**src/include/cpu_cfg.svh**
```systemverilog
// Multi-cycle core configuration
// Data, register and instruction widths shared by the package and the RTL

`ifndef CPU_CFG_SVH
`define CPU_CFG_SVH

// Datapath
`define CPU_DATA_W      20      // Register and ALU width

// Register file
`define CPU_NUM_REGS    8       // General registers
`define CPU_REG_ADDR_W  3       // Index into the register file

// Instruction word
`define CPU_OP_W        6       // Opcode field
`define CPU_INSTR_W     20      // Whole instruction

// Layout of the instruction word, MSB first:
//   op | src1 | src2 | dst1 | dst2 | mode | spare
// Mode and spare hold their place in the word but have no effect

`endif

```
**src/hdl/cpu_pkg.sv**
```systemverilog
// Multi-cycle core types
// Opcodes, sequencer states and the packed structs passed between blocks
`default_nettype none

`include "cpu_cfg.svh"

package cpu_pkg;

    // Supported opcodes with their fixed encodings
    typedef enum logic [`CPU_OP_W-1:0] {
        OP_TRAP  = 6'd0,   // Enter trap mode
        OP_NOP   = 6'd1,
        OP_NOT   = 6'd8,   // Logic group
        OP_AND   = 6'd9,
        OP_OR    = 6'd10,
        OP_XOR   = 6'd11,
        OP_SHFTR = 6'd12,  // Shift and rotate by one
        OP_SHFTL = 6'd13,
        OP_ROTR  = 6'd14,
        OP_ROTL  = 6'd15,
        OP_SWAP  = 6'd16,  // Two results
        OP_INC   = 6'd17,  // Arithmetic group
        OP_DEC   = 6'd18,
        OP_ADD   = 6'd19,
        OP_ADDC  = 6'd20,
        OP_SUB   = 6'd21,
        OP_SUBC  = 6'd22,
        OP_EQ    = 6'd23,  // Unsigned compares
        OP_GT    = 6'd24,
        OP_LT    = 6'd25,
        OP_GET   = 6'd26,
        OP_LET   = 6'd27
    } opcode_e;

    typedef enum logic [1:0] {
        FETCH,
        DECODE,
        EXECUTE,
        WRITE_BACK
    } state_e;

    typedef struct packed {
        opcode_e                     op;
        logic [`CPU_REG_ADDR_W-1:0]  src1;
        logic [`CPU_REG_ADDR_W-1:0]  src2;
        logic [`CPU_REG_ADDR_W-1:0]  dst1;
        logic [`CPU_REG_ADDR_W-1:0]  dst2;
        logic                        mode;   // Unused half-word select
        // Whatever is left of the word after the named fields
        logic [`CPU_INSTR_W-`CPU_OP_W-4*`CPU_REG_ADDR_W-2:0] spare;
    } instr_t;

    typedef struct packed {
        opcode_e                 op;
        logic [`CPU_DATA_W-1:0]  a;
        logic [`CPU_DATA_W-1:0]  b;
        logic                    carry_in;   // Carry flag from the last update
    } alu_req_t;

    typedef struct packed {
        logic [`CPU_DATA_W-1:0]  result1;
        logic [`CPU_DATA_W-1:0]  result2;    // Only meaningful for SWAP
        logic                    carry;
        logic                    zero;
        logic                    sign;
    } alu_rsp_t;

    typedef struct packed {
        logic carry;
        logic zero;
        logic sign;
        logic trap;    // Sticky until reset
    } status_t;

    typedef struct packed {
        logic                        we1;
        logic [`CPU_REG_ADDR_W-1:0]  addr1;
        logic [`CPU_DATA_W-1:0]      data1;
        logic                        we2;
        logic [`CPU_REG_ADDR_W-1:0]  addr2;
        logic [`CPU_DATA_W-1:0]      data2;
    } reg_wr_t;

endpackage

`default_nettype wire

```
**src/hdl/reg_file.sv**
```systemverilog
// General register file
// Eight entries, two combinational read ports plus a debug read port,
// and two write ports so SWAP can update both destinations in one edge
`timescale 1ns/1ps
`default_nettype none

`include "cpu_cfg.svh"

module reg_file
    import cpu_pkg::*;
(
    input  logic                        clk,
    input  logic                        reset,
    input  logic [`CPU_REG_ADDR_W-1:0]  rd_addr1,
    input  logic [`CPU_REG_ADDR_W-1:0]  rd_addr2,
    input  logic [`CPU_REG_ADDR_W-1:0]  dbg_addr,
    output logic [`CPU_DATA_W-1:0]      rd_data1,
    output logic [`CPU_DATA_W-1:0]      rd_data2,
    output logic [`CPU_DATA_W-1:0]      dbg_data,
    input  reg_wr_t                     wr
);

    logic [`CPU_DATA_W-1:0] regs [`CPU_NUM_REGS];   // Register storage

    always_ff @(posedge clk) begin
        if (reset) begin
            for (int i = 0; i < `CPU_NUM_REGS; i++) begin
                regs[i] <= '0;                       // All registers start at zero
            end
        end else begin
            if (wr.we1) begin
                regs[wr.addr1] <= wr.data1;
            end
            if (wr.we2) begin
                regs[wr.addr2] <= wr.data2;          // Later assignment, wins on same address
            end
        end
    end

    // Reads see the current contents, no bypass
    assign rd_data1 = regs[rd_addr1];
    assign rd_data2 = regs[rd_addr2];
    assign dbg_data = regs[dbg_addr];   // Observation port for the outside world

    // Second port is only ever used as the companion of the first (SWAP)
    a_we2_needs_we1 : assert property (
        @(posedge clk) disable iff (reset)
        wr.we2 |-> wr.we1
    ) else $error("reg_file: write port 2 used without port 1");

endmodule

`default_nettype wire

```
**src/hdl/alu.sv**
```systemverilog
// Registered ALU
// Computes the result pair and the raw flags for one operation and
// captures them on the go strobe; arithmetic is unsigned modulo 2^20
`timescale 1ns/1ps
`default_nettype none

`include "cpu_cfg.svh"

module alu
    import cpu_pkg::*;
(
    input  logic      clk,
    input  logic      reset,
    input  logic      go,
    input  alu_req_t  req,
    output alu_rsp_t  rsp
);

    localparam int W = `CPU_DATA_W;

    logic [W-1:0] a;          // Operand aliases
    logic [W-1:0] b;
    logic [W:0]   wide;       // Adder output with carry or borrow on top
    logic         is_cmp;     // Compare class, flags come from the compare itself
    alu_rsp_t     rsp_next;

    assign a = req.a;
    assign b = req.b;

    always_comb begin
        rsp_next = '0;
        wide     = '0;
        is_cmp   = 1'b0;
        case (req.op)
            OP_NOT: rsp_next.result1 = ~a;
            OP_AND: rsp_next.result1 = a & b;
            OP_OR:  rsp_next.result1 = a | b;
            OP_XOR: rsp_next.result1 = a ^ b;
            OP_SHFTR: begin
                rsp_next.result1 = {1'b0, a[W-1:1]};
                rsp_next.carry   = a[0];                  // Bit shifted out
            end
            OP_SHFTL: begin
                rsp_next.result1 = {a[W-2:0], 1'b0};
                rsp_next.carry   = a[W-1];
            end
            OP_ROTR: rsp_next.result1 = {a[0], a[W-1:1]};
            OP_ROTL: rsp_next.result1 = {a[W-2:0], a[W-1]};
            OP_SWAP: begin
                rsp_next.result1 = b;                     // dst1 gets src2
                rsp_next.result2 = a;                     // dst2 gets src1
            end
            OP_INC: begin
                wide             = {1'b0, a} + (W+1)'(1);
                rsp_next.result1 = wide[W-1:0];
                rsp_next.carry   = wide[W];               // Wrap from all ones
            end
            OP_DEC: begin
                wide             = {1'b0, a} - (W+1)'(1);
                rsp_next.result1 = wide[W-1:0];
                rsp_next.carry   = wide[W];               // Borrow, a was zero
            end
            OP_ADD, OP_ADDC: begin
                wide = {1'b0, a} + {1'b0, b};
                if (req.op == OP_ADDC) begin
                    wide = wide + (W+1)'(req.carry_in);   // Chain the prior carry
                end
                rsp_next.result1 = wide[W-1:0];
                rsp_next.carry   = wide[W];
            end
            OP_SUB, OP_SUBC: begin
                wide = {1'b0, a} - {1'b0, b};
                if (req.op == OP_SUBC) begin
                    wide = wide - (W+1)'(req.carry_in);   // Prior carry acts as borrow in
                end
                rsp_next.result1 = wide[W-1:0];
                rsp_next.carry   = wide[W];               // Top bit set on underflow
            end
            OP_EQ: begin
                is_cmp        = 1'b1;
                rsp_next.sign = (a == b);
            end
            OP_GT: begin
                is_cmp        = 1'b1;
                rsp_next.sign = (a > b);
            end
            OP_LT: begin
                is_cmp        = 1'b1;
                rsp_next.sign = (a < b);
            end
            OP_GET: begin
                is_cmp        = 1'b1;
                rsp_next.sign = (a >= b);
            end
            OP_LET: begin
                is_cmp        = 1'b1;
                rsp_next.sign = (a <= b);
            end
            default: ;                                    // NOP, TRAP, unknown
        endcase

        // Compares report equality on zero; everything else describes result1
        if (is_cmp) begin
            rsp_next.zero = (a == b);
        end else begin
            rsp_next.zero = (rsp_next.result1 == '0);
            rsp_next.sign = rsp_next.result1[W-1];
        end
    end

    always_ff @(posedge clk) begin
        if (reset) begin
            rsp <= '0;
        end else if (go) begin
            rsp <= rsp_next;          // Held through write-back
        end
    end

endmodule

`default_nettype wire

```
**src/hdl/status_reg.sv**
```systemverilog
// Status register
// Carry, zero and sign are taken from the ALU by operation class;
// the trap flag is set by TRAP and holds until reset
`timescale 1ns/1ps
`default_nettype none

module status_reg
    import cpu_pkg::*;
(
    input  logic      clk,
    input  logic      reset,
    input  logic      update,
    input  opcode_e   op,
    input  alu_rsp_t  flags,
    output status_t   status
);

    always_ff @(posedge clk) begin
        if (reset) begin
            status <= '0;
        end else if (update) begin
            case (op)
                OP_TRAP: status.trap <= 1'b1;
                OP_SHFTR, OP_SHFTL, OP_INC, OP_DEC,
                OP_ADD, OP_ADDC, OP_SUB, OP_SUBC: begin
                    status.carry <= flags.carry;     // Full flag update
                    status.zero  <= flags.zero;
                    status.sign  <= flags.sign;
                end
                OP_NOT, OP_AND, OP_OR, OP_XOR, OP_ROTR, OP_ROTL: begin
                    status.zero  <= flags.zero;      // Carry untouched
                    status.sign  <= flags.sign;
                end
                OP_EQ: status.zero <= flags.zero;    // Equality only
                OP_GT, OP_LT, OP_GET, OP_LET: begin
                    status.zero  <= flags.zero;      // Operands equal
                    status.sign  <= flags.sign;      // Compare outcome
                end
                default: ;                           // SWAP, NOP, unknown
            endcase
        end
    end

endmodule

`default_nettype wire

```
**src/hdl/control_fsm.sv**
```systemverilog
// Instruction sequencer
// Accepts one instruction at a time and walks it through fetch, decode,
// execute and write-back; drives the register file, ALU and status updates
`timescale 1ns/1ps
`default_nettype none

`include "cpu_cfg.svh"

module control_fsm
    import cpu_pkg::*;
(
    input  logic                        clk,
    input  logic                        reset,
    input  logic                        instr_valid,
    input  instr_t                      instr,
    output logic                        instr_ready,
    output logic                        retire,
    output logic [`CPU_REG_ADDR_W-1:0]  rd_addr1,
    output logic [`CPU_REG_ADDR_W-1:0]  rd_addr2,
    input  logic [`CPU_DATA_W-1:0]      rd_data1,
    input  logic [`CPU_DATA_W-1:0]      rd_data2,
    output logic                        alu_go,
    output alu_req_t                    alu_req,
    input  alu_rsp_t                    alu_rsp,
    output reg_wr_t                     wr,
    output logic                        st_update,
    output opcode_e                     st_op,
    input  status_t                     status
);

    state_e                  state;
    instr_t                  instr_q;     // Instruction in flight
    logic [`CPU_DATA_W-1:0]  op_a;        // Operands captured in decode
    logic [`CPU_DATA_W-1:0]  op_b;
    logic                    accept;
    logic                    has_dst1;    // Operation writes a result
    logic                    has_dst2;    // Second result, SWAP only
    logic                    wb_live;     // Write-back with effects allowed

    assign instr_ready = (state == FETCH);
    assign accept      = instr_valid && instr_ready;

    always_ff @(posedge clk) begin
        if (reset) begin
            state <= FETCH;
        end else begin
            case (state)
                FETCH:      if (instr_valid) state <= DECODE;   // Wait for the source
                DECODE:     state <= EXECUTE;
                EXECUTE:    state <= WRITE_BACK;
                WRITE_BACK: state <= FETCH;
                default:    state <= FETCH;
            endcase
        end
    end

    always_ff @(posedge clk) begin
        if (accept) begin
            instr_q <= instr;
        end
        if (state == DECODE) begin
            op_a <= rd_data1;
            op_b <= rd_data2;
        end
    end

    // Register reads follow the latched instruction
    assign rd_addr1 = instr_q.src1;
    assign rd_addr2 = instr_q.src2;

    assign alu_go           = (state == EXECUTE);
    assign alu_req.op       = instr_q.op;
    assign alu_req.a        = op_a;
    assign alu_req.b        = op_b;
    assign alu_req.carry_in = status.carry;   // Carry from the previous instruction

    // Which destinations the opcode writes
    always_comb begin
        has_dst1 = 1'b0;
        has_dst2 = 1'b0;
        case (instr_q.op)
            OP_NOT, OP_AND, OP_OR, OP_XOR,
            OP_SHFTR, OP_SHFTL, OP_ROTR, OP_ROTL,
            OP_INC, OP_DEC, OP_ADD, OP_ADDC, OP_SUB, OP_SUBC: has_dst1 = 1'b1;
            OP_SWAP: begin
                has_dst1 = 1'b1;
                has_dst2 = 1'b1;
            end
            default: ;                        // Compares, NOP, TRAP, unknown
        endcase
    end

    // Once trapped, instructions still retire but leave no trace
    assign wb_live = (state == WRITE_BACK) && !status.trap;

    assign wr.we1   = wb_live && has_dst1;
    assign wr.addr1 = instr_q.dst1;
    assign wr.data1 = alu_rsp.result1;
    assign wr.we2   = wb_live && has_dst2;
    assign wr.addr2 = instr_q.dst2;
    assign wr.data2 = alu_rsp.result2;

    assign st_update = wb_live;
    assign st_op     = instr_q.op;
    assign retire    = (state == WRITE_BACK);

    // Retire lands in write-back three cycles after the handshake
    a_retire_latency : assert property (
        @(posedge clk) disable iff (reset)
        accept |-> ##3 (retire && state == WRITE_BACK)
    ) else $error("control_fsm: retire not three cycles after accept");

endmodule

`default_nettype wire

```
**src/hdl/cpu_core.sv**
```systemverilog
// Multi-cycle processor core
// Sequencer, register file, ALU and status register joined together;
// instructions enter on a valid/ready port, one in flight at a time
`timescale 1ns/1ps
`default_nettype none

`include "cpu_cfg.svh"

module cpu_core
    import cpu_pkg::*;
(
    input  logic                        clk,
    input  logic                        reset,
    input  logic                        instr_valid,
    input  instr_t                      instr,
    output logic                        instr_ready,
    output logic                        retire,
    output status_t                     status,
    input  logic [`CPU_REG_ADDR_W-1:0]  dbg_addr,
    output logic [`CPU_DATA_W-1:0]      dbg_data
);

    logic [`CPU_REG_ADDR_W-1:0]  rd_addr1;
    logic [`CPU_REG_ADDR_W-1:0]  rd_addr2;
    logic [`CPU_DATA_W-1:0]      rd_data1;
    logic [`CPU_DATA_W-1:0]      rd_data2;
    logic                        alu_go;
    alu_req_t                    alu_req;
    alu_rsp_t                    alu_rsp;
    reg_wr_t                     reg_wr;
    logic                        st_update;
    opcode_e                     st_op;

    control_fsm ctrl_i (
        .clk         (clk),
        .reset       (reset),
        .instr_valid (instr_valid),
        .instr       (instr),
        .instr_ready (instr_ready),
        .retire      (retire),
        .rd_addr1    (rd_addr1),
        .rd_addr2    (rd_addr2),
        .rd_data1    (rd_data1),
        .rd_data2    (rd_data2),
        .alu_go      (alu_go),
        .alu_req     (alu_req),
        .alu_rsp     (alu_rsp),
        .wr          (reg_wr),
        .st_update   (st_update),
        .st_op       (st_op),
        .status      (status)
    );

    reg_file regs_i (
        .clk      (clk),
        .reset    (reset),
        .rd_addr1 (rd_addr1),
        .rd_addr2 (rd_addr2),
        .dbg_addr (dbg_addr),
        .rd_data1 (rd_data1),
        .rd_data2 (rd_data2),
        .dbg_data (dbg_data),
        .wr       (reg_wr)
    );

    alu alu_i (
        .clk   (clk),
        .reset (reset),
        .go    (alu_go),
        .req   (alu_req),
        .rsp   (alu_rsp)
    );

    status_reg status_i (
        .clk    (clk),
        .reset  (reset),
        .update (st_update),
        .op     (st_op),
        .flags  (alu_rsp),
        .status (status)
    );

endmodule

`default_nettype wire

```
**config.mk**
```make
export PLATFORM = sky130hd
export DESIGN_NAME = cpu_core
export DESIGN_NICKNAME = d
export VERILOG_FILES = /design/src/hdl/cpu_pkg.sv /design/src/hdl/reg_file.sv /design/src/hdl/alu.sv /design/src/hdl/status_reg.sv /design/src/hdl/control_fsm.sv /design/src/hdl/cpu_core.sv
export VERILOG_INCLUDE_DIRS = /design/src /design/src/include
export SDC_FILE = /design/constraint.sdc
export NUM_CORES = 1
export LEC_CHECK = 0
export BUFFER_PORTS_ARGS = -buffer_cell sky130_fd_sc_hd__clkbuf_2
export CORE_MARGIN = 3
export CORE_UTILIZATION = 58
export CTS_BUF_LIST = sky130_fd_sc_hd__clkbuf_16
export DETAILED_ROUTE_END_ITERATION = 6
export PLACE_DENSITY = 0.83
export SYNTH_ARGS = -nofsm -noshare
export SYNTH_HDL_FRONTEND = slang
export SYNTH_SLANG_ARGS = --single-unit
```
**constraint.sdc**
```tcl
create_clock -name clk -period 3.75 [get_ports clk]
set_clock_uncertainty 0.15 [all_clocks]
set_input_delay 0.5625 -clock clk [delete_from_list [all_inputs] [get_ports clk]]
set_output_delay 0.5625 -clock clk [all_outputs]
set_load 0.05 [all_outputs]
```
==> parameters.txt <==
Parameter                              Value

Outcome
  Violations in the final reports    setup timing
  Run status    finished, violations left

Logic synthesis
  Number of distinct library cells after synthesis    94
  Average instance area after synthesis    10.9 um2
  Dominant combinational cell family by area after synthesis    compound AO/OA/AOI/OAI gates
  Area share of xor/xnor cells in the synthesized design    2.71%
  Count of mapped cells out of synthesis    1845
  Register bit total from synthesis    267
  Count of flip-flops with a built-in enable after synthesis    218
  Complex-gate fraction of the synthesized area    19.2%
  Proportion of synthesized flip-flops having asynchronous set or reset    0%
  Most common flop cell mapped by yosys    edfxtp_1
  Sequential-to-total area share from yosys stat    37.6%
  Netlist area before placement    20000 um2
  Share of synthesized cell area in full adder, half adder and majority cells    4.63%
  Count of warnings emitted by yosys    0
  Syn_nets    1944
  Synthesized-area fraction occupied by and/or/nand/nor cells    12.5%
  Share of synthesized area spent on multiplexers    18.4%

STA
  Minimum clock period    3.99 ns
  Setup-failing EPs final    9
  Worst hold slack across all endpoints    0.0361 ns
  Highest Clock Rate    251 MHz
  Count of pins over their slew limit    0
  Post-route fraction of the period consumed by the critical path    106%
  Worst slew margin relative to its limit    6.66%
  RSZ-0062 raised after global routing    true
  Final Hold Vio Count    0
  Setup ws final    -0.237 ns
  Measured slew at the worst slew-check pin    1.40 ns

Setup path
  Critical path required time    4.07 ns
  Top cell family by delay on the critical path    simple AND/OR/NAND/NOR gates
  Cell with the biggest individual delay on the critical path    or4_4
  Buf/Inv on CP    6
  Sort of element at the start of the critical path    register
  Worst r2r path cells    17
  Data arrival time of the critical path    4.31 ns
  Cells along the critical path    inv_2 -> ha_4 -> buf_4 -> buf_4 -> or4_4 -> nand3_1 -> a31oi_1 -> buf_4 -> a2111oi_4 -> buf_4 -> buf_12 -> nand3_4 -> nor3b_2 -> xnor2_1 -> a221oi_2 -> nand3_1 -> o31ai_2
  Highest fanout seen on the critical path    5
  Cell type with the highest occurrence count on the critical path    buf_4
  Type of the worst setup path    reg2reg
  Maximum single-stage delay on the critical path    0.54 ns
  Critical Path Sink Type    register
  Number of gates on the worst path with buffers counted    17

Min path
  Worst min-delay path class    in2reg
  WHS Path Cells    1

Job
  Max-Cap Viols    0

Route
  Detailed Route Iter0 Violations    3230
  Routed wirelength normalized by instance count    28.9 um
  Routed wire length    73600 um
  Final antenna-violating net count    0
  Via density per instance    7.39
  Pre-antenna DRT Iters    6
  Number of vias after detailed routing    18809
  Post-route DRC    0

Place
  Final weighted congestion of routability-driven global placement    0.973
  Placement Cell Area    22700 um2
  Post-Place Worst Slack    -0.369 ns
  HPWL after DPL    49700 um
  Number of I/O port buffers    49
  Number of placed instances with taps included    2467

Die
  Core Region    33800 um2
  Horizontal die dimension    192 um
  Vertical die dimension    192 um
  Initial standard-cell utilization of the core    59.3%
  Std cell rows    67
  Total die area    36800 um2
  I/O pins    52

Layout
  Signed area change from the synthesized netlist to the final layout    22.8%
  Biggest regs    regs_i.regs: 160 flops, alu_i.rsp: 43 flops
  Cell Count, Final, Fillers Out    2546
  Number of flip-flops in the largest register    160
  Layout cell share with drive strength beyond 1    37.9%
  Util after Layout    72.9%
  Commonest non-fill, non-tap cells in the layout    323 x buf_4, 218 x edfxtp_1, 161 x a22o_1
  Number of antenna cells inserted    0
  Cell area after layout    24600 um2
  Most common library cell in the layout ignoring fill and taps    buf_4
  Largest reg by FF count    regs_i.regs
  Final net count    2177

Clock network
  CTS tree    yes
  Clock-pin slew reported for the worst setup and hold paths after clock tree synthesis    0.07 ns
  Post-cts hold buffer count    0
  Clock root buffer    clkbuf_16
  Clock Path Buffers    3
  H-tree depth reported by CTS    1
  Total clock buffers created by CTS    26
  Latest clock arrival within the worst-skew pair    0.55 ns
  Clock Sink Count    267

Power and ir drop
  Static power due to leakage    9.26 nW
  Maximum vdd drop    0.000551 V
  PD cells    732 nW/um2

GRT
  Global-route wire length before repair    109000 um
  GRT Total Usage    39.2%
  Maximum number of pins on one net before global-route repair    73
  Global routing usage on met3    8.34%
  GR Util met2    63.9%
  Via count of the first global-routing pass    18514
  Met1 track utilization from global routing    50.6%
  Overflow left after global routing    0
  Antenna violations before repair    0
  Busiest grt layer    met2
## path summary, 6_finish.rpt
| check | start | to | slack (ns) |
|---|---|---|---|
| setup / recovery | ctrl_i.op_a[4] | alu_i.rsp[1] | -0.24 |
| hold / removal | instr[8] | ctrl_i.rd_addr2[0] | 0.04 |
| setup reg to reg | ctrl_i.op_a[4] | alu_i.rsp[1] | -0.24 |
| hold reg to reg | status_i.status[1] | status_i.status[1] | 0.35 |
## routing by layer
layer	share of wire [%]	vias to the layer above
met5	0	-
met2	46	1748
li1	-	7738
met4	5.9	0
met1	35	8923
met3	13	400
## report_power, final
group	switching (mW)	leakage [nW]	internal, mW
Clock	1.16	0.417	1.30
Sequential	0.619	2.60	3.68
Combinational	6.12	6.24	5.14
## synthesized netlist by cell type (54+ instances only)
cell type,n,share of area [%]
edfxtp_1,218,33
a22o_1,161,7.0
clkbuf_1,130,2.4
mux4_2,120,13
nor2_1,118,2.2
a21oi_1,83,2.1
nand2_1,76,1.4
ha_1,71,4.4
inv_1,64,1.2
mux2_2,62,3.5
nand3_1,61,1.5
buf_1,54,1.0
## through the flow
step | power (mW) | TNS [ns]
finish | 18.0 | -0.897
global route | 18.7 | -2.05
CTS | 16.8 | -0.221
detailed placement | 13.6 | -2.39
global placement | 13.4 | -1.83
floorplan | 9.68 | -1.88
## worst register-to-register path: stages (launching register included)
cell and delay, ns:
edfxtp_1 0.43, inv_2 0.13, ha_4 0.24, buf_4 0.14, buf_4 0.14, or4_4 0.54
nand3_1 0.11, a31oi_1 0.10, buf_4 0.17, a2111oi_4 0.24, buf_4 0.20, buf_12 0.10
nand3_4 0.09, nor3b_2 0.22, xnor2_1 0.16, a221oi_2 0.35, nand3_1 0.16, o31ai_2 0.24
## logic make-up after synthesis
family / count (synthesis)
simple gates: 475
buf+inv: 260
flops: 267
mux: 211
xor+xnor: 62
compound gates: 497
fa+ha+maj: 73
## area by class of cell
type | count | area [um2]
fillers | 2168 | 9170
clock inverters | 21 | 95.1
well taps | 448 | 561
multi-input cells | 1318 | 12500
inverters | 68 | 255
clock buffers | 27 | 676
repair buffers | 397 | 3020
flip-flops and latches | 267 | 7530
## repair_timing
action / in CTS / in global routing
buffers inserted: 15 / 18
setup endpoints to repair: 12 / 13
pin swaps: 29 / 37
gates resized for setup: 83 / 93
(Power assumes the default switching activity.)
